**config.mk**
```make
export PLATFORM = sky130hd
export DESIGN_NAME = line_conditioner
export DESIGN_NICKNAME = d
export VERILOG_FILES = /design/src/common/uart_hub_pkg.sv /design/src/verilog/line_conditioner.sv
export SDC_FILE = /design/constraint.sdc
export NUM_CORES = 1
export LEC_CHECK = 0
export BUFFER_PORTS_ARGS = -buffer_cell sky130_fd_sc_hd__clkbuf_2
export CAP_MARGIN = 20
export CELL_PAD_IN_SITES_DETAIL_PLACEMENT = 2
export CELL_PAD_IN_SITES_GLOBAL_PLACEMENT = 2
export CORE_ASPECT_RATIO = 0.9
export CORE_UTILIZATION = 36
export CTS_CLUSTER_SIZE = 10
export DETAILED_ROUTE_END_ITERATION = 16
export PLACE_DENSITY_LB_ADDON = 0.1
export SLEW_MARGIN = 5
export SYNTH_ARGS = -nofsm -noshare
export SYNTH_HDL_FRONTEND = slang
export SYNTH_SLANG_ARGS = --single-unit
```
**constraint.sdc**
```tcl
create_clock -name clk -period 1.1 [get_ports clk]
set_input_delay 0.165 -clock clk [delete_from_list [all_inputs] [get_ports clk]]
set_output_delay 0.165 -clock clk [all_outputs]
set_load 0.01 [all_outputs]
```
**src/common/uart_hub_pkg.sv**
```systemverilog
// --------------------
// UART hub shared types
// --------------------
`default_nettype none

package uart_hub_pkg;

	// Channel count and index width
	localparam int NUM_CHANNELS = 4;
	localparam int CHAN_W = (NUM_CHANNELS > 1) ? $clog2(NUM_CHANNELS) : 1; // At least one bit

	// Frame format, no parity
	localparam int DATA_BITS = 8; // LSB first on the wire

	// Bit timing
	localparam int CLK_FREQ = 50_000_000;
	localparam int BAUD_RATE = 3_125_000; // Fast on purpose, keeps sims short
	localparam int CLKS_PER_BIT = CLK_FREQ / BAUD_RATE; // 16

	// One received frame, as a receiver reports it
	typedef struct packed {
		logic [DATA_BITS-1:0] data;
		logic frame_error; // Stop bit sampled low
	} rx_frame_t;

	// Merged output word, tagged with its source line
	typedef struct packed {
		logic [CHAN_W-1:0] channel;
		logic [DATA_BITS-1:0] data;
		logic frame_error;
	} rx_word_t;

endpackage

`default_nettype wire

```
**src/verilog/line_conditioner.sv**
```systemverilog
// --------------------
// Serial line conditioner
// --------------------
`timescale 1ns/1ps
`default_nettype none

module line_conditioner (
	input logic clk,
	input logic sresetn,
	input logic [uart_hub_pkg::NUM_CHANNELS-1:0] serial_in, // Async, idles high
	output logic [uart_hub_pkg::NUM_CHANNELS-1:0] line_clean
);

	import uart_hub_pkg::*;

	logic [NUM_CHANNELS-1:0] sync_1; // First synchronizer stage, may go metastable
	logic [NUM_CHANNELS-1:0] sync_2;
	logic [NUM_CHANNELS-1:0] hist_1; // Older samples for the vote
	logic [NUM_CHANNELS-1:0] hist_2;
	logic [NUM_CHANNELS-1:0] vote;

	// Two out of three, bit by bit
	// A one-cycle glitch is outvoted by its neighbours
	assign vote = (sync_2 & hist_1) | (sync_2 & hist_2) | (hist_1 & hist_2);

	always_ff @(posedge clk) begin
		if (!sresetn) begin
			// Everything idles high
			sync_1 <= '1;
			sync_2 <= '1;
			hist_1 <= '1;
			hist_2 <= '1;
			line_clean <= '1;
		end else begin
			sync_1 <= serial_in;
			sync_2 <= sync_1;
			hist_1 <= sync_2; // Sample history shifts along
			hist_2 <= hist_1;
			line_clean <= vote; // Registered, 4 cycles pin to output
		end
	end

endmodule

`default_nettype wire

```
### Word level (Yosys, flattened, before mapping)

Index checks and enable logic that the tools add are counted.

| word-level totals | value |
|---|---|
| bits in registers | 20 |
| bits in latches | 0 |
| RAM bits | 0 |
| ROM bits | 0 |
| bits of input ports | 6 |
| memories kept | 0 |

| operators by class | value |
|---|---|
| add/subtract/negate cells | 0 |
| multipliers | 0 |
| div/mod/pow operators | 0 |
| order comparisons | 0 |
| equal/unequal tests | 0 |
| shift-type cells | 0 |
| muxes and demuxes | 0 |
| bitwise operators | 5 |
| reduce and logical (&&, ||, !) cells | 0 |

Operators with widths:

| operator | number |
|---|---|
| $and A4 B4 Y4 | 3 |
| $or A4 B4 Y4 | 2 |

### Depth between registers and ports, before layout

| logic depth | value |
|---|---|
| depth after elaboration | 3 |
| depth in mapped cells | 2 |
| depth with buffers taken out | 2 |

### Worst setup path before layout

No wires, ideal clock.

| timing path | value |
|---|---|
| path kind | reg-to-reg |
| from | reg hist_2[0] |
| to | reg line_clean[0] (netlist bit) |
| setup time | 115 ps |
| data arrival time | 496 ps |
| data required time | 985 ps |
| slack | 489 ps |
| stages on the path, launching flop included | 3 |
| buffers on the path | 0 |
| cell sequence | dfxtp_1 -> a21oi_1 -> o21ai_2 |

| on the way | value |
|---|---|
| longest elaborated chain between the ends | 3 |

RTL lines:

| what | line | text |
|---|---|---|
| from (decl) | line_conditioner.sv:19 | `logic [NUM_CHANNELS-1:0] hist_2;` |
| from (signal assigned) | line_conditioner.sv:38 | `hist_2 <= hist_1;` |
| $and A4 B4 Y4 | line_conditioner.sv:24 | `assign vote = (sync_2 & hist_1) \| (sync_2 & hist_2) \| (hist_1 & hist_2);` |
| $or A4 B4 Y4 | line_conditioner.sv:24 |  |
| $or A4 B4 Y4 (*) | line_conditioner.sv:24 |  |
| to (signal assigned) | line_conditioner.sv:39 | `line_clean <= vote;` |
| to (decl) | line_conditioner.sv:11 | `output logic [uart_hub_pkg::NUM_CHANNELS-1:0] line_clean` |

Every way passes the cells marked *; elsewhere a longest branch is shown, timed or not.
A chain may end at the register's enable or synchronous reset.

### Worst setup path after layout

| timing path | value |
|---|---|
| from | reg line_clean[3] (netlist bit) |
| to | out line_clean[3] (netlist bit) |

No word-level cell between the ends.

==> metrics.csv <==
stage,metric,value,unit
clocking,Skew-Pair Late Insertion Delay,0.29,ns
placement,post-DP HPWL,743,µm
cells_and_area,share of cells above drive strength 1,0.361,
floorplan,Die Footprint,1850,µm²
clocking,CTS root buf,clkbuf_4,
timing,Max-slew headroom,0.689,
critical_path,startpoint types,flip-flop,
critical_path,CP cell instances,clkbuf_2,
critical_path,reg2reg start,hist_2[0],
critical_path,CP Buf/Inv Count,1,
power_and_ir_drop,static leakage,0.000259,µW
min_path,hold path startpoint,serial_in[3],
critical_path,Setup crit start,line_clean[3],
floorplan,IO Pins,10,
cells_and_area,fillers,166,
timing,fmax,1110,MHz
logic_synthesis,post-synthesis compound-gate area fraction,0.0909,
logic_synthesis,Synth Instances,50,
floorplan,starting density of the core,0.400,
clocking,htree depth,1,
critical_path,worst endpoint data arrival time,0.74,ns
timing,final slew viol count,0,
route,Final ANT Viol Nets,0,
cells_and_area,Multi-input gate area,183,µm²
logic_synthesis,syn_area_per_cell,12.1,µm²
clocking,CTS tree,built,
clocking,"Setup Fix Bufs, Post-CTS",0,
run_status,run status,finished clean,
clocking,clock sinks,20,
critical_path,slowest CP cell,dfxtp_1,
route,drt wl/cell,11.7,µm
logic_synthesis,post-synthesis mux area share,0,
timing,RSZ-0062 raised after global routing,no,
route,Vias/cell,4.13,
global_route,initial antenna violation count,0,
clocking,hold_buf cts,0,
logic_synthesis,Synth Warn #,0,
power_and_ir_drop,worst-case vdd ir drop,0.000788,V
timing,"Hold Vio Cnt, Final",0,
power_and_ir_drop,Cell Pwr Density,1740,nW/µm²
cells_and_area,"commonest cells after routing, fill and taps aside","dfxtp_1, nand2b_1, clkbuf_2",
clocking,Post-CTS Resized,0,
floorplan,die width,45.2,µm
timing,setup violators final,0,
critical_path,CP Data Required Time,0.94,ns
critical_path,CP peak stage delay,0.33,ns
logic_synthesis,Adder-Cell Fraction of Synth Area,0,
cells_and_area,Area growth syn-to-layout,14.3,%
global_route,number of global-route vias before repair,378,
logic_synthesis,Syn Nets,56,
route,number of iterations in the first detailed-routing pass,3,
floorplan,Die H,40.9,µm
timing,Tmin final,0.901,ns
global_route,Congestion Overflow GR,0,
timing,Clock Skew,0.00461,ns
logic_synthesis,simple-gate share of the synthesized area,0.211,
clocking,Clock Path Buffers,2,
floorplan,core box area,1510,µm²
logic_synthesis,synthesis-stage register bit count,20,
logic_synthesis,main combinational cell family by area after synthesis,simple AND/OR/NAND/NOR gates,
placement,port bufs,9,
route,residual DRC count,0,
critical_path,Crit. End Element,output pin,
route,initial DRC count,7,
cells_and_area,"commonest non-fill, non-tap cell in the layout",dfxtp_1,
critical_path,"delay-heaviest family, CP",flip-flops,
clocking,clk slew on worst S/H paths,0.11,ns
min_path,worst hold path type,in2reg,
logic_synthesis,xor/xnor share of the synthesized area,0,
floorplan,standard-cell rows,13,
global_route,GRT Overall Usage,0.131,
cells_and_area,NumNets Final,68,
logic_synthesis,sequential area share after synthesis,0.661,
flow_run,Max-Cap Viols,0,
route,routed wire length,974,µm
logic_synthesis,Cell variety after synth,7,
global_route,pin count of the biggest net entering global routing,21,
cells_and_area,ant diodes,0,
timing,final setup TNS,0,ns
logic_synthesis,Synth Cell Area,606,µm²
cells_and_area,FF/Latch Area,400,µm²
global_route,first-pass GRT wire length,1.59,mm
critical_path,critical path type,reg2out,
timing,worst-margin pin slew,0.466,ns
timing,Fin Hold WS,0.0496,ns
clocking,Inserted Clock Buffers,3,
timing,fin crit share,0.819,
critical_path,"critical path fanouts, max",1,
placement,global placer's final weighted congestion,0.537,
route,Via Count,343,
metrics by stage:
stage	util	worst slack, ns	cell area [µm²]	total power [µW]	instances
finish	0.457	0.199	692	1200	83
global route	0.457	0.151	692	1260	83
CTS	0.457	0.175	692	1230	83
detailed placement	0.433	0.281	656	812	79
global placement	0.433	0.349	656	806	79
floorplan	-	0.489	606	802	50
sequential cells by signal, indices dropped and copies added, names as in the netlist:
signal / count
sync_2: 4
hist_1: 4
line_clean: 4
hist_2: 4
sync_1: 4
synthesized netlist by cell type:
master,instances,share of area
nor2_1,4,0.025
nand2b_1,11,0.11
dfxtp_1,20,0.66
buf_6,2,0.037
nand2b_2,5,0.072
o21ai_2,4,0.058
a21oi_1,4,0.033
worst register-to-register path, stage by stage (launching register included):
cell	delay [ns]
dfxtp_1	0.33
a21oi_1	0.19
o21ai_2	0.07
worst paths after layout:
kind                   endpoint  slack [ns]  cells after the start
setup / recovery  line_clean[3]        0.20                      1
hold / removal        sync_1[3]        0.05                      2
hold reg to reg       sync_2[0]        0.43                      1
setup reg to reg  line_clean[0]        0.39                      2
cells by family (layout without fill, tap and decap cells):
kind of cell | after synthesis | in the layout
DFF | 20 | 20
AOI/OAI and AO/OA | 8 | 8
buffers and inverters | 2 | 13
and+or+nand+nor | 20 | 20
per-layer routing:
metal  global-route usage  wire length [µm]  up-vias  share of wire
met4               0.0909                 0        0              0
met1                0.142               445      158           0.46
met3               0.0264                29        0          0.030
met5                    0                 0        -              0
li1                     -                 -      178              -
met2                0.236               499        7           0.51
report_power, final:
group	switching [µW]	leakage [µW]	internal (µW)
logic	19.9	0.0000737	20.4
clock network	209	0.0000210	201
registers	9.18	0.000164	745
layout make-up:
| cell class | instances | area share |
|---|---|---|
| sequential | 20 | 0.579 |
| multi-input combinational | 28 | 0.264 |
| timing repair buffer | 9 | 0.0651 |
| clock buffer | 4 | 0.0524 |
| tap | 22 | 0.0398 |
Power figures use the tool's default switching activity.
