==> src/common/uart_hub_pkg.sv <==
// --------------------
// UART hub shared types
// --------------------
`default_nettype none

package uart_hub_pkg;

	// Channel count and index width
	localparam int NUM_CHANNELS = 4;
	localparam int CHAN_W = (NUM_CHANNELS > 1) ? $clog2(NUM_CHANNELS) : 1; // At least one bit

	// Frame format, no parity
	localparam int DATA_BITS = 8; // LSB first on the wire

	// Bit timing
	localparam int CLK_FREQ = 50_000_000;
	localparam int BAUD_RATE = 3_125_000; // Fast on purpose, keeps sims short
	localparam int CLKS_PER_BIT = CLK_FREQ / BAUD_RATE; // 16

	// One received frame, as a receiver reports it
	typedef struct packed {
		logic [DATA_BITS-1:0] data;
		logic frame_error; // Stop bit sampled low
	} rx_frame_t;

	// Merged output word, tagged with its source line
	typedef struct packed {
		logic [CHAN_W-1:0] channel;
		logic [DATA_BITS-1:0] data;
		logic frame_error;
	} rx_word_t;

endpackage

`default_nettype wire

==> src/uart_rx/uart_rx.sv <==
// --------------------
// UART receiver
// --------------------
`timescale 1ns/1ps
`default_nettype none

// No parity, any number of stop bits
module uart_rx #(
	parameter int CLKS_PER_BIT = uart_hub_pkg::CLKS_PER_BIT,
	parameter int DATA_BITS = uart_hub_pkg::DATA_BITS
) (
	input logic clk,
	input logic sresetn,
	input logic line, // Already synchronized and filtered
	output logic frame_valid, // One-cycle strobe at mid stop bit
	output uart_hub_pkg::rx_frame_t frame
);

	localparam int BAUD_W = $clog2(CLKS_PER_BIT);
	localparam int BIT_W = $clog2(DATA_BITS + 2); // Start and stop bit counted too

	localparam logic [BAUD_W-1:0] BAUD_LAST = BAUD_W'(CLKS_PER_BIT - 1);
	localparam logic [BAUD_W-1:0] BAUD_MID = BAUD_W'(CLKS_PER_BIT / 2 - 1); // Sample point
	localparam logic [BIT_W-1:0] BIT_STOP = BIT_W'(DATA_BITS + 1);

	typedef enum logic [1:0] {
		ST_IDLE, // Waiting for a start bit
		ST_RECEIVE, // Start, data and stop bit
		ST_WAIT_IDLE // Hold off until the line is back high
	} state_t;

	state_t state;
	logic [BAUD_W-1:0] baud_ctr; // Clocks within the current bit
	logic [BIT_W-1:0] bit_ctr; // 0 is start bit, BIT_STOP is stop bit
	logic [DATA_BITS-1:0] shift_reg;

	logic mid_bit;
	logic start_bit;
	logic stop_bit;
	logic data_bit;

	assign mid_bit = (state == ST_RECEIVE) && (baud_ctr == BAUD_MID);
	assign start_bit = (bit_ctr == '0);
	assign stop_bit = (bit_ctr == BIT_STOP);
	assign data_bit = !start_bit && !stop_bit;

	// Control path
	always_ff @(posedge clk) begin
		if (!sresetn) begin
			state <= ST_IDLE;
			baud_ctr <= '0;
			bit_ctr <= '0;
			frame_valid <= 1'b0;
		end else begin
			frame_valid <= 1'b0; // Strobe by default low

			case (state)
				ST_IDLE: begin
					// The low cycle seen here counts as clock 0 of the start bit
					baud_ctr <= BAUD_W'(1);
					bit_ctr <= '0;
					if (!line)
						state <= ST_RECEIVE;
				end

				ST_RECEIVE: begin
					if (baud_ctr == BAUD_LAST) begin // Next bit period
						baud_ctr <= '0;
						bit_ctr <= bit_ctr + 1'b1;
					end else begin
						baud_ctr <= baud_ctr + 1'b1;
					end

					if (mid_bit) begin
						if (start_bit) begin
							if (line)
								state <= ST_IDLE; // Gone high again, false start
						end else if (stop_bit) begin
							frame_valid <= 1'b1;
							state <= ST_WAIT_IDLE;
						end
					end
				end

				ST_WAIT_IDLE: begin
					// A low stop bit leaves us here until the line recovers
					if (line)
						state <= ST_IDLE;
				end

				default: state <= ST_IDLE;
			endcase
		end
	end

	// Data path
	always_ff @(posedge clk) begin
		if (mid_bit && data_bit)
			shift_reg <= {line, shift_reg[DATA_BITS-1:1]}; // LSB arrives first
		if (mid_bit && stop_bit) begin
			frame.data <= shift_reg;
			frame.frame_error <= !line; // Stop bit must be high
		end
	end

endmodule

`default_nettype wire

==> config.mk <==
export PLATFORM = sky130hd
export DESIGN_NAME = uart_rx
export DESIGN_NICKNAME = d
export VERILOG_FILES = /design/src/common/uart_hub_pkg.sv /design/src/uart_rx/uart_rx.sv
export SDC_FILE = /design/constraint.sdc
export NUM_CORES = 1
export LEC_CHECK = 0
export ABC_AREA = 0
export BUFFER_PORTS_ARGS = -buffer_cell sky130_fd_sc_hd__buf_2
export CORE_MARGIN = 5
export CORE_UTILIZATION = 48
export DETAILED_ROUTE_END_ITERATION = 8
export GPL_TIMING_DRIVEN = 0
export PLACE_DENSITY = 0.68
export SETUP_SLACK_MARGIN = 0.02
export SLEW_MARGIN = 20
export SYNTH_ARGS = -nofsm -noshare
export SYNTH_HDL_FRONTEND = slang
export SYNTH_SLANG_ARGS = --single-unit
==> constraint.sdc <==
create_clock -name clk -period 2.7 [get_ports clk]
set_input_delay 0.54 -clock clk [delete_from_list [all_inputs] [get_ports clk]]
set_output_delay 0.54 -clock clk [all_outputs]
set_load 0.02 [all_outputs]
Word-level counts from Yosys, hierarchy flattened:

Cells that the tools add are included.

* shift-type cells: 0
* multiply operators: 0
* eq/ne operators: 9
* add/subtract/negate cells: 2
* bitwise logic cells: 3
* mux-type cells: 11
* divide/modulo/power cells: 0
* reductions and logical operators: 13
* magnitude comparators: 0

Operators with widths (count)
* one-hot mux 4 bit (2 select lines): 2
* two-way mux 2 bit: 5
* adder 4 x 1 -> 4 bit, second input constant: 2
* equality test 4 bit, second input constant: 2
* two-way mux 4 bit: 2
* one-hot mux 2 bit (3 select lines): 1
* equality test 4 x 3 -> 1 bit, second input constant: 1
* logical AND 1 bit: 4
* logical NOT 4 bit: 1
* != test 2 bit, second input constant: 2
* OR reduction 4 bit: 1
* logical NOT 1 bit: 3
* != test 3 bit, second input constant: 1
* inverter 1 bit: 3
* AND reduction 3 bit: 1
* equality test 2 x 1 -> 1 bit, second input constant: 1
* equality test 2 bit, second input constant: 1
* logical NOT 2 bit: 1
* != test 2 x 1 -> 1 bit, second input constant: 1
* AND reduction 2 bit: 1
* nonzero test 2 bit: 1
* two-way mux 1 bit: 1

* flip-flop bits (word level): 28
* latch bits: 0
* memories: 0
* bits in read-only memories: 0
* RAM bits: 0
* output and inout bits: 10
* bits of input ports: 3
* word-level logic and storage cells: 45

Logic depth before layout (Yosys ltp):

* depth in word-level cells: 5
* mapped depth: 5

Worst setup path after synthesis:

OpenSTA, ideal clock, no wires.

* path type: register -> register
* start: reg baud_ctr[0]
* end: reg frame[0] (netlist bit), enable pin
* required time: 2.296 ns
* period minus slack after synthesis: 2.226 ns
* buffers on the path: 0
* arrival: 1.822 ns
* stages on the path, launching flop included: 4
* path slack: 0.474 ns
* cells stage by stage: dfxtp_1 ha_1 nand4b_1 nor4_1

* word-level cells in the longest chain between the ends: 3

RTL lines
* start, declared: line uart_rx.sv:33 `logic [BAUD_W-1:0] baud_ctr;`
* start signal, assigned: line uart_rx.sv:71 `baud_ctr <= baud_ctr + 1'b1;`
* equality test 4 x 3 -> 1 bit: line uart_rx.sv:42 `assign mid_bit = (state == ST_RECEIVE) && (baud_ctr == BAUD_MID);`
* logical AND 1 bit: line uart_rx.sv:42
* logical AND 1 bit: line uart_rx.sv:100 `if (mid_bit && stop_bit) begin`
* end, declared: line uart_rx.sv:16 `output uart_hub_pkg::rx_frame_t frame`

No other way between the ends.
A chain may end at the register's enable or synchronous reset.

Worst setup path in the final report:

* start: reg baud_ctr[0]
* end: reg frame[3] (netlist bit), enable pin

The elaborated chain is that of the path after synthesis.

==> qor.txt <==
synth top area cells -> edfxtp_1 (45%), dfxtp_1 (20%), ha_1 (4.4%)
Layout Nets -> 116
Die Wd -> 58.46 microns
Post-CTS Setup Bufs -> 0
Tmin final -> 2.064 ns
Hold Crit Depth -> 1
final-report setup violation count -> 0
Synth top area share -> 45.28%
FP Rows -> 17
violation count after the first detailed-route iteration -> 10
clock sinks -> 28
CTS buffer count -> 3
DIE AREA -> 0.003418 sq mm
synthesized area -> 0.001127 sq mm
via/cell ratio -> 5.544
Switching Share -> 18.40%
hpwl dp -> 1389 microns
Reg2Reg Setup Slack -> 0.64 ns
hold_sp -> line
Tot GR Track Use -> 12.48%
clock skew -> 0.003042 ns
Mapped Cells -> 91
Hold Path Class -> in2reg
global-route wire length before repair -> 3187 microns
hold_buf cts -> 0
crit-path max FO -> 7
combinational share of power -> 3.2%
number of synthesized flops with an enable pin -> 17
drt pass-1 iters -> 4
Pleak -> 0.0004532 uW
DR WL/cell -> 14.49 microns
kind of end point of the critical path -> register
clock-pin slew on the worst setup and hold paths -> 0.15 ns
Core Region -> 0.002233 sq mm
max cap viols -> 0
Core Util, Final -> 57.93%
Worst-Margin Slew -> 0.7138 ns
I/O pin total -> 13
Final Power -> 748.7 uW
root buf cell -> clkbuf_4
part of the cycle the worst path needs -> 76.44%
Die Ht -> 58.46 microns
synthesized net count -> 98
RSZ-0062 raised after global routing -> false
ANT nets after route -> 0
internal power -> 611.0 uW
Synth Warn # -> 0
Seq/Total Area, Yosys -> 64.82%
PostCTS Resize Cnt -> 0
Worst Setup Path Type -> reg2reg
grt total ovfl -> 0
detailed-route via count -> 754
Pwr per Cell Area -> 578.7 mW/mm^2
FF-to-FF path depth -> 4
CTS tree -> yes
worst-case clock buffer depth -> 2
#FFs+latches synth -> 28
r2r endpoint -> frame[3]
Clock Latency Late Sink -> 0.33 ns
DRC -> 0
number of flip-flops under the largest register name -> 9
Post-Route WL -> 1970 microns
layout cell share with drive strength beyond 1 -> 21.30%
Hold EP -> shift_reg[7]
area delta synth->final -> 14.76%
status -> finished clean
FMAX -> 0.4845 GHz
Initial Utilization -> 50.48%
Slew headroom -> 52.02%
syn avg cell area -> 12.39 sq um
Clock power frac -> 36.1%
largest net degree at the start of global routing -> 17
Peak supply drop -> 0.0003381 V
CP arrival -> 2.12 ns
Final Max Slew Viols -> 0
Sw Pwr -> 137.7 uW
Startpoint Class -> register
R2R Path Start -> baud_ctr[0]
# diodes -> 0
cell taking the most area after synthesis -> edfxtp_1
post-synthesis async set-or-reset flop share -> 0%
H-tree Lvls -> 1
routability-driven placement congestion ratio -> 0.7654
Yosys cell types -> 33
top_reg_cell synth -> edfxtp_1
antenna violations before repair -> 0
number of port buffers -> 12
sequential power share -> 60.7%
Final Hold Fails -> 0
Critical Path RT -> 2.76 ns
vias in the first global route -> 701
[cells by family after synthesis]
group | Yosys count | synth area share, %
AO/OA/AOI/OAI | 15 | 8.879
adder cells (fa/ha/maj) | 4 | 4.440
buffers and inverters | 9 | 3.441
flip-flops | 28 | 64.82
multiplexers | 2 | 1.776
AND/OR/NAND/NOR | 33 | 16.65
[cell usage in the layout, fill, tap and decap left out, types with 3 or more instances in the layout]
master	Yosys	layout
a31oi_1	3	3
buf_2	1	13
clkbuf_4	0	3
dfxtp_1	11	11
edfxtp_1	17	17
ha_1	4	4
inv_1	5	5
nand2_1	7	7
nand3_1	5	5
nor2b_1	3	3
o21ai_0	3	3
or3_1	3	3
[routing by layer]
layer | part of all wire, % | track usage (%) | vias to the layer above | wire, microns
li1 | - | - | 371 | -
met1 | 44 | 13.57 | 361 | 859
met2 | 48 | 21.21 | 15 | 937
met3 | 5.6 | 3.070 | 7 | 110
met4 | 3.2 | 8.609 | 0 | 63
met5 | 0 | 0 | - | 0
[power groups by stage]
| stage | Clock [uW] | Sequential, uW | Combinational [uW] |
|---|---|---|---|
| after global placement | 0 | 463 | 22.9 |
| after detailed placement | 0 | 464 | 24.1 |
| after global routing | 297 | 455 | 26.9 |
| final | 271 | 454 | 23.9 |
| after CTS | 282 | 454 | 24.3 |
| after floorplan | 0 | 463 | 16.0 |
[stage by stage]
stage / setup slack (ns) / std cells / setup TNS (ns) / cell area (sq um) / hold slack [ns]
after CTS: 0.4527 / 136 / 0 / 1289 / 0.4267
after detailed placement: 0.4770 / 132 / 0 / 1236 / 0.4092
final: 0.6361 / 136 / 0 / 1294 / 0.4387
after global routing: 0.4772 / 136 / 0 / 1294 / 0.4067
after floorplan: 0.4739 / 91 / 0 / 1127 / 0.4003
after global placement: -0.05474 / 131 / -0.4918 / 1222 / 0.4138
[synth_stat cells, types with 2 or more instances]
cell / instances
o21a_1: 2
dfxtp_1: 11
nand3_1: 5
nor2b_1: 3
nor2_1: 2
o21ai_0: 3
mux2i_1: 2
edfxtp_1: 17
a21oi_1: 2
ha_1: 4
nand2_1: 7
a31oi_1: 3
nand2b_1: 2
or3_1: 3
inv_1: 5
nand4_1: 2
clkbuf_1: 2
[worst max-delay path by stage]
stage / slack, ns / start / end
5_1_grt: 0.48 / baud_ctr[0] / frame[2]
6_report: 0.64 / baud_ctr[0] / frame[3]
2_1_floorplan: 0.47 / baud_ctr[0] / frame[0]
3_3_place_gp: -0.05 / baud_ctr[1] / frame[5]
3_5_place_dp: 0.48 / baud_ctr[0] / shift_reg[4]
4_1_cts: 0.45 / baud_ctr[0] / shift_reg[4]
[critical path, cell delays in order (launching register included)]
cell      delay, ns
dfxtp_1        0.38
ha_1           0.31
nand4b_1       0.19
nor4_2         0.64
buf_4          0.27
[final cells by class]
type | count | area (sq um)
sequential | 28 | 730.7
buffer | 4 | 20.02
clock inverter | 1 | 30.03
timing repair buffer | 13 | 67.56
tap | 28 | 35.03
fill | 195 | 939.7
multi-input combinational | 54 | 369.1
inverter | 5 | 18.77
clock buffer | 3 | 22.52
(Power assumes the default switching activity.)
